File: src/pipeline_pkg.sv
package pipeline_pkg;

    localparam int NB_DATA = 32;
    localparam int NB_PC   = 32;
    localparam int NB_REG  = 5;

    // 3-bit alu opcode.
    typedef enum logic [2:0] {
        alu_add,
        alu_sub,
        alu_and,
        alu_or,
        alu_xor,
        alu_slt,
        alu_sll,
        alu_srl
    } alu_op_t;

    // memory access size, one field for all three widths.
    typedef enum logic [1:0] {
        size_byte,
        size_half,
        size_word
    } mem_size_t;

    typedef struct packed {
        logic      reg_write;
        logic      mem_to_reg;
        logic      mem_read;
        logic      mem_write;
        logic      branch;
        logic      load_unsigned;
        mem_size_t size;
    } ex_ctrl_t;

    typedef struct packed {
        ex_ctrl_t            ctrl;
        alu_op_t             alu_op;
        logic                alu_src_imm;
        logic [NB_PC-1:0]    pc;
        logic [NB_DATA-1:0]  data_a;
        logic [NB_DATA-1:0]  data_b;   // also the store data.
        logic [NB_DATA-1:0]  imm;      // already sign-extended.
        logic [4:0]          shamt;
        logic [NB_REG-1:0]   selected_reg;
    } id_ex_t;

    typedef struct packed {
        ex_ctrl_t            ctrl;
        logic [NB_PC-1:0]    branch_addr;
        logic                zero;
        logic [NB_DATA-1:0]  alu_result;
        logic [NB_DATA-1:0]  store_data;
        logic [NB_REG-1:0]   selected_reg;
    } ex_mem_t;

    typedef struct packed {
        logic                reg_write;
        logic [NB_REG-1:0]   selected_reg;
        logic [NB_DATA-1:0]  data;
    } wb_t;

endpackage

File: src/execute_unit.sv
`timescale 1ns/1ps

module execute_unit
    import pipeline_pkg::*;
(
    input  id_ex_t  id_ex,
    output ex_mem_t ex_mem
);

    logic [NB_DATA-1:0] operand_b;
    logic [NB_DATA-1:0] alu_result;
    logic [NB_DATA-1:0] diff;
    logic [NB_PC-1:0]   pc_plus4;
    logic [NB_PC-1:0]   imm_offset;
    logic               less_than;

    assign operand_b = id_ex.alu_src_imm ? id_ex.imm : id_ex.data_b;

    assign less_than = $signed(id_ex.data_a) < $signed(operand_b);

    // beq compares the two registers, never the immediate.
    assign diff = id_ex.data_a - id_ex.data_b;

    always_comb begin
        case (id_ex.alu_op)
            alu_add: begin
                alu_result = id_ex.data_a + operand_b;
            end
            alu_sub: begin
                alu_result = id_ex.data_a - operand_b;
            end
            alu_and: begin
                alu_result = id_ex.data_a & operand_b;
            end
            alu_or: begin
                alu_result = id_ex.data_a | operand_b;
            end
            alu_xor: begin
                alu_result = id_ex.data_a ^ operand_b;
            end
            alu_slt: begin
                alu_result = {{(NB_DATA-1){1'b0}}, less_than}; // 0 or 1.
            end
            alu_sll: begin
                alu_result = id_ex.data_b << id_ex.shamt;
            end
            alu_srl: begin
                alu_result = id_ex.data_b >> id_ex.shamt; // logical shift.
            end
            default: begin
                alu_result = '0;
            end
        endcase
    end

    assign pc_plus4   = id_ex.pc + NB_PC'(4);
    assign imm_offset = {id_ex.imm[NB_PC-3:0], 2'b00}; // word offset.

    assign ex_mem = '{
        ctrl:         id_ex.ctrl,
        branch_addr:  pc_plus4 + imm_offset,
        zero:         (diff == '0),
        alu_result:   alu_result,
        store_data:   id_ex.data_b,
        selected_reg: id_ex.selected_reg
    };

endmodule

File: config.mk
export PLATFORM = sky130hd
export DESIGN_NAME = execute_unit
export DESIGN_NICKNAME = d
export VERILOG_FILES = /design/src/pipeline_pkg.sv /design/src/execute_unit.sv
export SDC_FILE = /design/constraint.sdc
export NUM_CORES = 1
export LEC_CHECK = 0
export CORE_MARGIN = 2
export CORE_UTILIZATION = 50
export DETAILED_ROUTE_END_ITERATION = 8
export DONT_BUFFER_PORTS = 1
export GPL_TIMING_DRIVEN = 0
export PLACE_DENSITY = 0.66
export SYNTH_ARGS = -nofsm -noshare
export SYNTH_HDL_FRONTEND = slang
export SYNTH_SLANG_ARGS = --single-unit
export TNS_END_PERCENT = 10
File: constraint.sdc
create_clock -name vclk -period 23.7
set_input_delay 7.11 -clock vclk [all_inputs]
set_output_delay 7.11 -clock vclk [all_outputs]
set_load 0.05 [all_outputs]
==> run_results.csv <==
group,metric,value,unit
critical_path,cp.arrival,12.37,ns
critical_path,path_max_fanout,10,
layout,drive_above_1_share,5.74,%
yosys,synth_nets,2151,
critical_path,critPathCaptureType,"output port",
layout,utilization,52.6,%
run_status,status,"completed",
layout,nNetsFinal,2153,
timing,timing.final.crit_share,82.2,%
timing,drv_slew,0,
timing,finalHoldViolCount,0,
layout,fin_cells,2132,
global_routing,grt_pass1_wl,82600,µm
yosys,post_synth.cell_area_avg,6.57,µm²
min_path,hold_depth,1,
layout,seq_area,0,µm²
flow_run,maxCapViolCount,0,
global_routing,grt_max_degree,11,
placed_design,port_buffers,0,
layout,clock_buffers,0,
floorplanning,die-area,25100,µm²
timing,slew_headroom,6.42,%
layout,design.seq.count,0,
floorplanning,chipWidth,158,µm
power,ir_drop,0.0309,mV
detailed_routing,wl_per_cell,27.0,µm
detailed_routing,drt_iter0_markers,1961,
min_path,hold_start,"id_ex[148]",
detailed_routing,via_per_inst,6.84,
power,p_leak,5.60,nW
global_routing,grt_pass1_vias,13700,
floorplanning,chipHeight,158,µm
floorplanning,start_util,50.9,%
yosys,synth_cell_types,84,
min_path,worstHoldPathType,"in2out",
timing,tns,0,ns
cts,cts_hold_buf,0,
detailed_routing,drt-total-wl,57500,µm
critical_path,start_kind,"primary input",
critical_path,crit_type,"in2out",
global_routing,grt.total_usage,43.9,%
yosys,synth-seq-area-share,0,%
placed_design,dp_cells,2132,
yosys,postSynthCellCount,1813,
placed_design,place_congestion,1.09,
detailed_routing,drc,0,
critical_path,crit_required,16.59,ns
global_routing,overflow,0,
cts,post-cts-setup-buffers,0,
timing,rsz0062_at_grt,"false",
placed_design,hpwl,48000,µm
yosys,synth_area,11900,µm²
floorplanning,core-area,23400,µm²
floorplanning,placementRows,56,
detailed_routing,vias,14600,
power,power,0.000472,W
yosys,ys_warn_count,0,
timing,tightest_slew,1.40,ns
layout,synthToLayoutAreaGrowth,3.35,%
layout,n_antenna_cell,0,
min_path,min_to,"ex_mem[108]",
cts,post_cts_resized,0,
detailed_routing,drtPass1Iterations,9,
global_routing,grt_antenna_before_repair,1,
floorplanning,ios,260,
timing,min_period,19.48,ns
timing,fmax,51.3,MHz
detailed_routing,drtAntennaViolNets,0,
power,p_per_area,38.3,nW/µm²
timing,setup_viol,0,
## power by group
part	total [W]	switching [W]	internal, W
logic	0.000472	0.000338	0.000134
registers	0	0	0
clock network	0	0	0
## placed cells by master, fill, tap and decap left out, types with 6 or more instances in the layout
cell and n:
a211o_1 8, a211oi_1 11, a21o_1 21, a21oi_1 193, a222oi_1 23, a22oi_1 16
a31oi_1 12, and3_1 8, buf_1 21, buf_4 48, clkbuf_1 78, ha_1 185
inv_1 155, mux2_2 11, mux2i_1 76, mux4_2 8, nand2_1 155, nand2b_1 25
nand3_1 28, nand4_1 10, nor2_1 170, nor2b_1 22, nor3_1 37, nor4_1 10
o2111ai_1 10, o211ai_1 33, o21a_1 50, o21ai_0 135, o21ai_1 9, o21bai_1 13
o22ai_1 20, o31a_1 6, o31ai_1 14, or2_2 9, or3_1 14, xnor2_1 43
xor2_1 20
## kinds of logic (layout without fill, tap and decap cells)
kind of cell	after synthesis	in the layout	synth area share, %
AND/OR/NAND/NOR	509	509	19.5
multiplexers	95	95	8.93
buffers and inverters	309	309	11.3
AO/OA/AOI/OAI	649	649	35.7
XOR/XNOR	63	63	4.63
adder cells (fa/ha/maj)	188	188	19.9
## critical path, stage by stage
cell,delay [ns]
clkbuf_1,0.57
buf_1,0.51
nand2_1,0.11
o21a_1,0.16
ha_1,0.28
clkbuf_1,0.23
or2_2,0.36
a31o_2,0.25
a211oi_1,0.25
o31ai_1,0.15
a211oi_2,0.28
o31ai_1,0.18
a41oi_1,0.44
a21oi_1,0.13
a31oi_1,0.34
xor2_1,0.13
o211ai_1,0.87
## worst max-delay path by stage
| stage | cells after the start | from | to | slack, ns |
|---|---|---|---|---|
| 2_1_floorplan | 14 | id_ex[138] | ex_mem[63] | 5.51 |
| 3_5_place_dp | 17 | id_ex[138] | ex_mem[65] | 4.38 |
| 4_1_cts | 16 | id_ex[138] | ex_mem[62] | 4.38 |
| 6_report | 17 | id_ex[138] | ex_mem[65] | 4.22 |
| 5_1_grt | 17 | id_ex[138] | ex_mem[65] | 4.02 |
| 3_3_place_gp | 16 | id_ex[138] | ex_mem[56] | 4.26 |
## metrics by stage
step           worst slack, ns  hold WS (ns)  cell area [µm²]
2_1_floorplan             5.51         14.39            11900
3_3_place_gp              4.26         14.39            12300
3_5_place_dp              4.38         14.39            12300
4_1_cts                   4.38         14.39            12300
5_1_grt                   4.02         14.39            12300
6_report                  4.22         14.39            12300
## cell usage after synthesis (5+ instances only)
cell | n | share of area [%]
a21oi_1 | 193 | 8.1
ha_1 | 185 | 19
nor2_1 | 170 | 5.4
inv_1 | 155 | 4.9
nand2_1 | 155 | 4.9
o21ai_0 | 139 | 5.8
clkbuf_1 | 78 | 2.5
mux2i_1 | 76 | 6.4
o21a_1 | 50 | 3.1
buf_4 | 48 | 3.0
xnor2_1 | 43 | 3.2
nor3_1 | 37 | 1.6
o211ai_1 | 33 | 2.1
nand3_1 | 28 | 1.2
nand2b_1 | 25 | 1.3
a222oi_1 | 23 | 1.9
nor2b_1 | 22 | 1.2
a21o_1 | 21 | 1.3
buf_1 | 21 | 0.66
o22ai_1 | 20 | 1.0
xor2_1 | 20 | 1.5
a22oi_1 | 16 | 1.0
o31ai_1 | 14 | 0.88
or3_1 | 14 | 0.73
o21bai_1 | 13 | 0.82
a31oi_1 | 12 | 0.63
a211oi_1 | 11 | 0.69
mux2_2 | 11 | 1.0
nand4_1 | 10 | 0.52
nor4_1 | 10 | 0.52
o2111ai_1 | 10 | 0.73
or2_2 | 9 | 0.47
a211o_1 | 8 | 0.59
and3_1 | 8 | 0.42
mux4_2 | 8 | 1.5
o31a_1 | 6 | 0.44
a2111oi_0 | 5 | 0.37
a221o_1 | 5 | 0.42
buf_2 | 5 | 0.21
o21ai_1 | 5 | 0.21
o221ai_1 | 5 | 0.37
## per-layer routing
metal / GRT usage [%] / wire length (µm) / vias to the layer above / share of wire, %
li1: - / - / 6556 / -
met1: 49.9 / 20800 / 6647 / 36
met2: 69.2 / 24400 / 1090 / 42
met3: 14.4 / 7140 / 288 / 12
met4: 31.2 / 5100 / 4 / 8.9
met5: 0 / 27 / - / 0.047
## cell type report
type	instances	area [µm²]
fill	2425	11100
multi-input combinational	1504	10600
buffer	152	757
inverter	157	589
tap	319	399
(Power assumes the default switching activity.)
