### config.mk
export PLATFORM = sky130hd
export DESIGN_NAME = ex_mem_reg
export DESIGN_NICKNAME = d
export VERILOG_FILES = /design/src/pipeline_pkg.sv /design/src/ex_mem_reg.sv
export SDC_FILE = /design/constraint.sdc
export NUM_CORES = 1
export LEC_CHECK = 0
export ABC_AREA = 1
export BUFFER_PORTS_ARGS = -buffer_cell sky130_fd_sc_hd__buf_2
export CAP_MARGIN = 10
export CORE_ASPECT_RATIO = 1.5
export CORE_MARGIN = 3
export CORE_UTILIZATION = 30
export DETAILED_ROUTE_END_ITERATION = 8
export PLACE_DENSITY = 0.68
export SETUP_SLACK_MARGIN = 0.5
export SLEW_MARGIN = 25
export SYNTH_ARGS = -nofsm -noshare
export SYNTH_HDL_FRONTEND = slang
export SYNTH_SLANG_ARGS = --single-unit
### constraint.sdc
create_clock -name i_clock -period 0.8 [get_ports i_clock]
set_clock_uncertainty 0.1 [all_clocks]
set_input_delay 0.08 -clock i_clock [delete_from_list [all_inputs] [get_ports i_clock]]
set_output_delay 0.08 -clock i_clock [all_outputs]
set_load 0.01 [all_outputs]
### src/pipeline_pkg.sv
package pipeline_pkg;

    localparam int NB_DATA = 32;
    localparam int NB_PC   = 32;
    localparam int NB_REG  = 5;

    // 3-bit alu opcode.
    typedef enum logic [2:0] {
        alu_add,
        alu_sub,
        alu_and,
        alu_or,
        alu_xor,
        alu_slt,
        alu_sll,
        alu_srl
    } alu_op_t;

    // memory access size, one field for all three widths.
    typedef enum logic [1:0] {
        size_byte,
        size_half,
        size_word
    } mem_size_t;

    typedef struct packed {
        logic      reg_write;
        logic      mem_to_reg;
        logic      mem_read;
        logic      mem_write;
        logic      branch;
        logic      load_unsigned;
        mem_size_t size;
    } ex_ctrl_t;

    typedef struct packed {
        ex_ctrl_t            ctrl;
        alu_op_t             alu_op;
        logic                alu_src_imm;
        logic [NB_PC-1:0]    pc;
        logic [NB_DATA-1:0]  data_a;
        logic [NB_DATA-1:0]  data_b;   // also the store data.
        logic [NB_DATA-1:0]  imm;      // already sign-extended.
        logic [4:0]          shamt;
        logic [NB_REG-1:0]   selected_reg;
    } id_ex_t;

    typedef struct packed {
        ex_ctrl_t            ctrl;
        logic [NB_PC-1:0]    branch_addr;
        logic                zero;
        logic [NB_DATA-1:0]  alu_result;
        logic [NB_DATA-1:0]  store_data;
        logic [NB_REG-1:0]   selected_reg;
    } ex_mem_t;

    typedef struct packed {
        logic                reg_write;
        logic [NB_REG-1:0]   selected_reg;
        logic [NB_DATA-1:0]  data;
    } wb_t;

endpackage

### src/ex_mem_reg.sv
`timescale 1ns/1ps

module ex_mem_reg
    import pipeline_pkg::*;
(
    input  logic    i_clock,
    input  logic    rst_n,
    input  ex_mem_t ex_in,
    output ex_mem_t mem_out
);

    // whole struct moves each edge.
    always_ff @(posedge i_clock) begin
        mem_out <= ex_in;
        if (!rst_n) begin
            mem_out.ctrl <= '0; // first mem cycle is a bubble.
        end
    end

endmodule

==> impl_metrics.yaml, run 1 <==
layout:
  n_antenna_cell: 0
  layout.nets: 470
  final_cells: 461
  drive_gt1_frac: 0.953
  post-route-cell-area_um2: 4520
  mostFrequentLayoutCells: "111 x buf_2, 110 x dfxtp_2, 110 x buf_6"
  top_regs: "mem_out (110)"
  regArea_um2: 2340
  largest-register: "mem_out"
  layout_commonest_cell: "buf_2"
  fillCellCount: 565
  multi_input_area_um2: 30.0
  syn_to_final_growth_pct: 99.4
  largest_register_ffs: 110
global_routing:
  antenna_found_initial: 0
  grtUsageMet3: 0.0498
  grt_overflow: 0
  grt_use_total: 0.154
  top_usage_layer: "met2"
  use_met1: 0.141
  grt_pass1_wl_mm: 10.0
  grt_max_degree: 17
  grtUsageMet2: 0.288
  grt_pass1_vias: 2018
place:
  portBuffers: 221
  dp_worst_setup_slack_ns: 0.193
  placed_cell_area_um2: 3630
  dpl.cell_count: 447
  dp_hpwl_mm: 4.96
  place_congestion: 0.745
floorplanning:
  design.die.area_um2: 8660
  rows: 38
  start_util: 0.312
  ioPinCount: 222
  fp.dieW_um: 77.0
  die_y_um: 112
  core_area_um2: 7270
critical_path:
  critPathKind: "flop to primary output"
  worst_ep_required_time_ns: 0.62
  critPathMaxFanout: 1
  cpLargestDelayFamily: "flip-flops"
  critPathArrivalTime_ns: 0.80
  cp_cell_sequence: "buf_6"
  cp-start-kind: "flop"
  crit_path_max_incr_delay_ns: 0.34
  cp-end-kind: "primary output"
  crit_buf_inv: 1
  slowest_stage: "dfxtp_2"
route:
  wl_mm: 6.63
  vias_per_cell: 3.79
  antenna_left: 0
  firstDrtPassIters: 3
  wl_per_cell_um: 14.4
  drt_iter0_markers: 59
  vias: 1746
  drc_errors: 0
worst_hold_path:
  worstHoldStart: "ex_in[54]"
  min_to: "mem_out[54]"
  whs_path_depth: 1
  min_path_type: "input port to flop"
timing:
  timing.final.crit_period_ns: 0.978
  finalWorstSetupSlack_ns: -0.178
  hold_viol_final: 110
  whs_ns: -0.276
  tightest_slew_ns: 0.147
  finalCritPeriodShare: 1.22
  rsz0062_at_grt: "true"
  fmax_mhz: 1020
  setup_viol: 110
  max_slew_margin: 0.902
  maxSlewViolCount: 0
run_status:
  outcome: "finished with violations"
  violations: "hold timing, setup timing"
clock_network:
  cts_root_buf: "clkbuf_8"
  clockBufferDepth: 2
  cts_sinks: 110
  cts_made_buffers: 9
  cts_tree: "built"
  htree_num_levels: 3
  path_clk_slew_ns: 0.10
synth:
  syn-num-nets: 239
  syn_inst: 127
  yosysWarnings: 0
  ys_types: 4
  ys_seq_area_frac: 0.971
  syn_area_per_cell_um2: 17.9
  synth_seq_cells: 110
  synth_area_um2: 2270
power:
  vdd_drop_max_mv: 1.57
  p_leak_uw: 0.00222
  power_density_nw_per_um2: 2300
job:
  cap_violations: 0
area by class of cell:
cell class | count | area share
clock buffers | 10 | 0.0282
clock inverters | 4 | 0.0163
inverters | 8 | 0.00664
multi-input cells | 8 | 0.00664
flip-flops and latches | 110 | 0.518
well taps | 100 | 0.0277
repair buffers | 221 | 0.397
worst max-delay path by stage:
stage                           start           to  slack [ns]  cells past startpoint
final                     mem_out[78]  mem_out[78]       -0.18                      1
after global routing      mem_out[31]  mem_out[31]       -0.22                      1
after CTS                 mem_out[31]  mem_out[31]       -0.21                      1
after detailed placement  mem_out[78]  mem_out[78]        0.19                      1
after global placement    mem_out[78]  mem_out[78]        0.20                      1
after floorplan            mem_out[0]   mem_out[0]        0.30                      0
metrics by stage:
step	setup TNS (ns)	utilization	power (µW)
after floorplan	0	-	6210
after global placement	0	0.499	6740
after detailed placement	0	0.499	6760
after CTS	-21.01	0.621	10500
after global routing	-22.57	0.621	10800
final	-17.70	0.621	10400
cells by family (layout without fill, tap and decap cells):
logic type | count (synthesis) | count (layout) | share of synthesized area
buffers and inverters | 9 | 243 | 0.0155
DFF | 110 | 110 | 0.971
and+or+nand+nor | 8 | 8 | 0.0132
cells in the mapped netlist (all sizes together):
library cell / count / area share
inv: 8 / 0.013
buf: 1 / 0.0022
dfxtp: 110 / 0.97
nand2: 8 / 0.013
where the power goes:
group,internal (µW),switching [µW]
sequential,5830,137
combinational,707,357
clock,1730,1660
what timing repair did:
action	in CTS	in global routing
hold endpoints to repair	110	110
gates cloned	0	0
pin swaps	0	0
buffers inserted	0	0
setup endpoints to repair	110	110
resized for setup	111	0
per-layer routing:
| layer | share of wire | wire length [µm] |
|---|---|---|
| met1 | 0.31 | 2060 |
| met2 | 0.58 | 3810 |
| met5 | 0 | 0 |
| met4 | 0.026 | 170 |
| met3 | 0.087 | 579 |
No activity file was read; power rests on OpenSTA's default activity.
==> inputs of run 2 (changes only) <==
CELL_PAD_IN_SITES_DETAIL_PLACEMENT = 1   (was unset)
CELL_PAD_IN_SITES_GLOBAL_PLACEMENT = 2   (was unset)
CORE_UTILIZATION = 19   (was 30)
PLACE_DENSITY = 0.75   (was 0.68)
==> run 2 against run 1 <==
  * Clock power is 34% higher
  * Power up 11%
  * Final area is 3.7% higher
  * Clock-buffer cell count is the same
  * Highest routed layer unchanged
  * The flow still finishes with violations (hold timing, setup timing)
  * Die area grew 54%
  * Sequential share of layout area fell by 1.8 points
  * Largest power group unchanged
==> impl_metrics.yaml, run 2 (synthesis gave the netlist of run 1 again) <==
layout:
  largest-register: "mem_out"
  n_antenna_cell: 0
  drive_gt1_frac: 0.956
  top_regs: "mem_out (110)"
  layout_commonest_cell: "buf_2"
  largest_register_ffs: 110
  mostFrequentLayoutCells: "111 x buf_2, 110 x dfxtp_2, 110 x buf_6"
  final_cells: 512
  syn_to_final_growth_pct: 107
  layout.nets: 470
  utilization: 0.404
clock_network:
  htree_num_levels: 3
  cts_root_buf: "clkbuf_16"
  post_cts_buffers: 0
  cts_made_buffers: 9
  clockBufferDepth: 2
  path_clk_slew_ns: 0.08
  cts_sinks: 110
  cts_tree: "built"
job:
  cap_violations: 0
critical_path:
  cp-end-kind: "primary output"
  cpLargestDelayFamily: "flip-flops"
  crit_buf_inv: 1
  cp-start-kind: "flop"
  crit_path_max_incr_delay_ns: 0.33
  worst_ep_required_time_ns: 0.62
  critPathArrivalTime_ns: 0.78
  critPathKind: "flop to primary output"
  slowest_stage: "dfxtp_2"
  cp_cell_sequence: "buf_6"
  critPathMaxFanout: 1
  path_depth: 1
timing:
  whs_ns: -0.263
  hold_viol_final: 110
  timing.final.crit_period_ns: 0.963
  max_slew_margin: 0.908
  tightest_slew_ns: 0.137
  setup_viol: 110
  finalWorstSetupSlack_ns: -0.163
  finalCritPeriodShare: 1.20
  fmax_mhz: 1040
  rsz0062_at_grt: "true"
  maxSlewViolCount: 0
route:
  vias_per_cell: 3.42
  drc_errors: 0
  drt_iter0_markers: 14
  wl_per_cell_um: 14.6
  wl_mm: 7.50
  vias: 1752
  firstDrtPassIters: 4
  antenna_left: 0
run_status:
  outcome: "finished with violations"
  violations: "hold timing, setup timing"
global_routing:
  grtUsageMet2: 0.211
  antenna_found_initial: 0
  use_met1: 0.102
  grt_use_total: 0.113
  grt_overflow: 0
  top_usage_layer: "met2"
  grt_pass1_wl_mm: 10.9
  grt_max_degree: 19
  grtUsageMet3: 0.0460
  grt_pass1_vias: 2018
power:
  vdd_drop_max_mv: 1.22
  p_leak_uw: 0.00226
  power_density_nw_per_um2: 2470
place:
  dpl.cell_count: 497
  dp_hpwl_mm: 5.99
  portBuffers: 221
  place_congestion: 0.735
worst_hold_path:
  min_path_type: "input port to flop"
  whs_path_depth: 1
floorplanning:
  rows: 48
  core_area_um2: 11600
  start_util: 0.196
  die_y_um: 140
  design.die.area_um2: 13300
  ioPinCount: 222
  fp.dieW_um: 95.2
run 2: changes by cell type in the layout (fill, tap and decap cells not counted):
| cell | change |
|---|---|
| clkbuf_16 | +9 |
| clkbuf_8 | -8 |
| bufinv_16 | -1 |
| clkbuf_1 | -1 |
| clkinv_2 | -1 |
| clkinvlp_4 | +1 |
| inv_6 | +1 |
| inv_8 | +1 |
run 2: path summary, 6_finish.rpt:
path / startpoint / end / slack [ns]
setup / recovery: mem_out[19] / mem_out[19] / -0.16
hold / removal: ex_in[25] / mem_out[25] / -0.26
run 2: final cells by class:
class	count	area, µm²
well taps	150	188
repair buffers	221	1790
clock inverters	5	66.3
clock buffers	10	239
inverters	8	30.0
multi-input cells	8	30.0
flip-flops and latches	110	2340
fillers	1256	6900
run 2: per-stage QoR:
| step | power, µW | TNS [ns] | area (µm²) | setup WS (ns) |
|---|---|---|---|---|
| after floorplan | 6210 | 0 | 2410 | 0.304 |
| after detailed placement | 6780 | 0 | 3690 | 0.190 |
| final | 11600 | -15.74 | 4690 | -0.163 |
| after global placement | 6750 | 0 | 3690 | 0.194 |
| after CTS | 11700 | -17.81 | 4690 | -0.175 |
| after global routing | 12100 | -19.65 | 4690 | -0.196 |
run 2: per-layer routing:
metal | wire [µm] | vias to the layer above
li1 | - | 838
met1 | 2290 | 794
met2 | 4310 | 110
met3 | 739 | 10
met4 | 157 | 0
met5 | 0 | -
run 2: where the power goes:
part | switching [µW] | internal (µW)
clock | 2000 | 2540
combinational | 366 | 708
sequential | 134 | 5830
total | 2500 | 9070
run 2: what timing repair did:
| item | in CTS | in global routing |
|---|---|---|
| endpoints found under the setup margin | 110 | 110 |
| hold endpoints to repair | 110 | 110 |
| cloned | 0 | 0 |
| gates resized for setup | 114 | 0 |
==> inputs of run 3 (changes only) <==
ABC_AREA = unset   (was 1)
PLACE_DENSITY = 0.74   (was 0.75)
==> run 3 against run 2 <==
  * Critical endpoint is now mem_out[5]
  * Clock power fell by 4.9%
  * Combinational power barely moved
  * Power fell by 2.0%
  * The run still ends with hold timing, setup timing left
  * Global-route usage fell by 0.24 points
  * Largest power group unchanged
  * Largest cell class unchanged
  * Synthesized area fell by 0.66%
  * Cell count fell by 1.8%
  * Routed wire length fell by 1.6%
==> impl_metrics.yaml, run 3 <==
run_status:
  outcome: "finished with violations"
  violations: "hold timing, setup timing"
layout:
  mostFrequentLayoutCells: "111 x buf_2, 110 x dfxtp_2, 110 x buf_6"
  largest-register: "mem_out"
  layout.nets: 462
  post-route-cell-area_um2: 4660
  syn_to_final_growth_pct: 107
  layout_commonest_cell: "buf_2"
  final_cells: 503
  n_antenna_cell: 0
  top_regs: "mem_out (110)"
  largest_register_ffs: 110
  drive_gt1_frac: 0.977
timing:
  max_slew_margin: 0.922
  timing.final.crit_period_ns: 0.961
  maxSlewViolCount: 0
  finalWorstSetupSlack_ns: -0.161
  tightest_slew_ns: 0.118
  fmax_mhz: 1040
  finalCritPeriodShare: 1.20
  fin_tns_setup_ns: -15.57
  hold_viol_final: 110
  whs_ns: -0.261
  setup_viol: 110
  rsz0062_at_grt: "true"
critical_path:
  cp-start-kind: "flop"
  cp-end-kind: "primary output"
  worst_ep_required_time_ns: 0.62
  cp_cell_sequence: "buf_6"
  slowest_stage: "dfxtp_2"
  crit_path_max_incr_delay_ns: 0.33
  cpLargestDelayFamily: "flip-flops"
  critPathKind: "flop to primary output"
  critPathArrivalTime_ns: 0.78
  crit_buf_inv: 1
  critPathMaxFanout: 1
route:
  route.met3.wl_um: 897
  drc_errors: 0
  wl_met1_mm: 1.98
  antenna_left: 0
  wl_mm: 7.38
  wl_per_cell_um: 14.7
  wl_met2_mm: 4.36
  firstDrtPassIters: 3
  top_layer: "met5"
  drt_iter0_markers: 18
  vias_per_cell: 3.52
  vias: 1769
synth:
  yosys.cell_count.top_type: "dfxtp_1"
  synth_seq_cells: 110
  synth_top_family_by_area: "simple AND/OR/NAND/NOR gates"
  synthArstFlopShare: 0
  ys_types: 2
  synth_area_leaders: "dfxtp_1 98%, and2_1 2.2%"
  synth_edf_count: 0
  synth_area_um2: 2250
  syn_inst: 118
  synth_top_area_frac: 0.978
  yosys.area_share.simple: 0.0222
  syn-num-nets: 230
  synth_mux_area_frac: 0
  yosysWarnings: 0
  synthXorXnorAreaFrac: 0
  syn_area_per_cell_um2: 19.1
  ys_seq_area_frac: 0.978
  synthAdderAreaFrac: 0
  synth.largest_area_cell: "dfxtp_1"
  synth_commonest_cells: "110 x dfxtp_1, 8 x and2_1"
  synth-compound-area-share: 0
  synthFlopType: "dfxtp_1"
worst_hold_path:
  min_path_type: "input port to flop"
power:
  power_density_nw_per_um2: 2440
  p_leak_uw: 0.00219
  vdd_drop_max_mv: 0.974
global_routing:
  grt_pass1_vias: 1914
  grt_pass1_wl_mm: 10.4
  grt_max_degree: 18
  antenna_found_initial: 3
  grt_use_total: 0.110
  grt_overflow: 0
job:
  cap_violations: 0
floorplanning:
  die_y_um: 139
  rows: 48
  start_util: 0.195
  ioPinCount: 222
  fp.dieW_um: 94.9
  core_area_um2: 11500
  design.die.area_um2: 13200
clock_network:
  post_cts_buffers: 0
  cts_made_buffers: 9
  clockBufferDepth: 2
  cts_root_buf: "clkbuf_16"
  cts_sinks: 110
  cts_tree: "built"
  path_clk_slew_ns: 0.07
  htree_num_levels: 3
place:
  dp_worst_setup_slack_ns: 0.181
  placed_cell_area_um2: 3680
  dp_hpwl_mm: 5.89
  dpl.cell_count: 489
  place_congestion: 0.678
  portBuffers: 221
run 3: layout make-up:
cell class              instances  area [µm²]
fillers                      1221        6870
well taps                     150         188
multi-input cells               8        50.0
repair buffers                221        1790
clock inverters                 5        60.1
clock buffers                   9         225
flip-flops and latches        110        2340
run 3: kinds of logic (layout without fill, tap and decap cells):
| kind of cell | count (synthesis) | count (layout) |
|---|---|---|
| buf+inv | 0 | 235 |
| flops | 110 | 110 |
| simple gates | 8 | 8 |
run 3: stage by stage:
step,total power [µW],util
3_5_place_dp,6780,0.319
2_1_floorplan,6200,-
5_1_grt,11900,0.404
4_1_cts,11600,0.404
3_3_place_gp,6740,0.319
6_report,11300,0.404
run 3: report_power, final:
part	switching (µW)	total, µW	internal [µW]
clock	1900	4310	2410
sequential	137	5970	5830
combinational	355	1070	711
run 3: final timing paths:
check,startpoint,cells after the start,slack (ns),to
worst min-delay path,ex_in[93],1,-0.26,mem_out[93]
worst max-delay path,mem_out[5],1,-0.16,mem_out[5]
run 3: routing by layer:
layer	vias up	GRT usage
met2	112	0.217
li1	822	-
met4	6	0.0365
met1	815	0.0829
met3	14	0.0654
met5	-	0
run 3: what timing repair did:
action / 4_1_cts / 5_1_grt
setup endpoints to repair: 110 / 110
hold endpoints to repair: 110 / 110
resized for setup: 118 / 0
gates cloned: 0 / 0
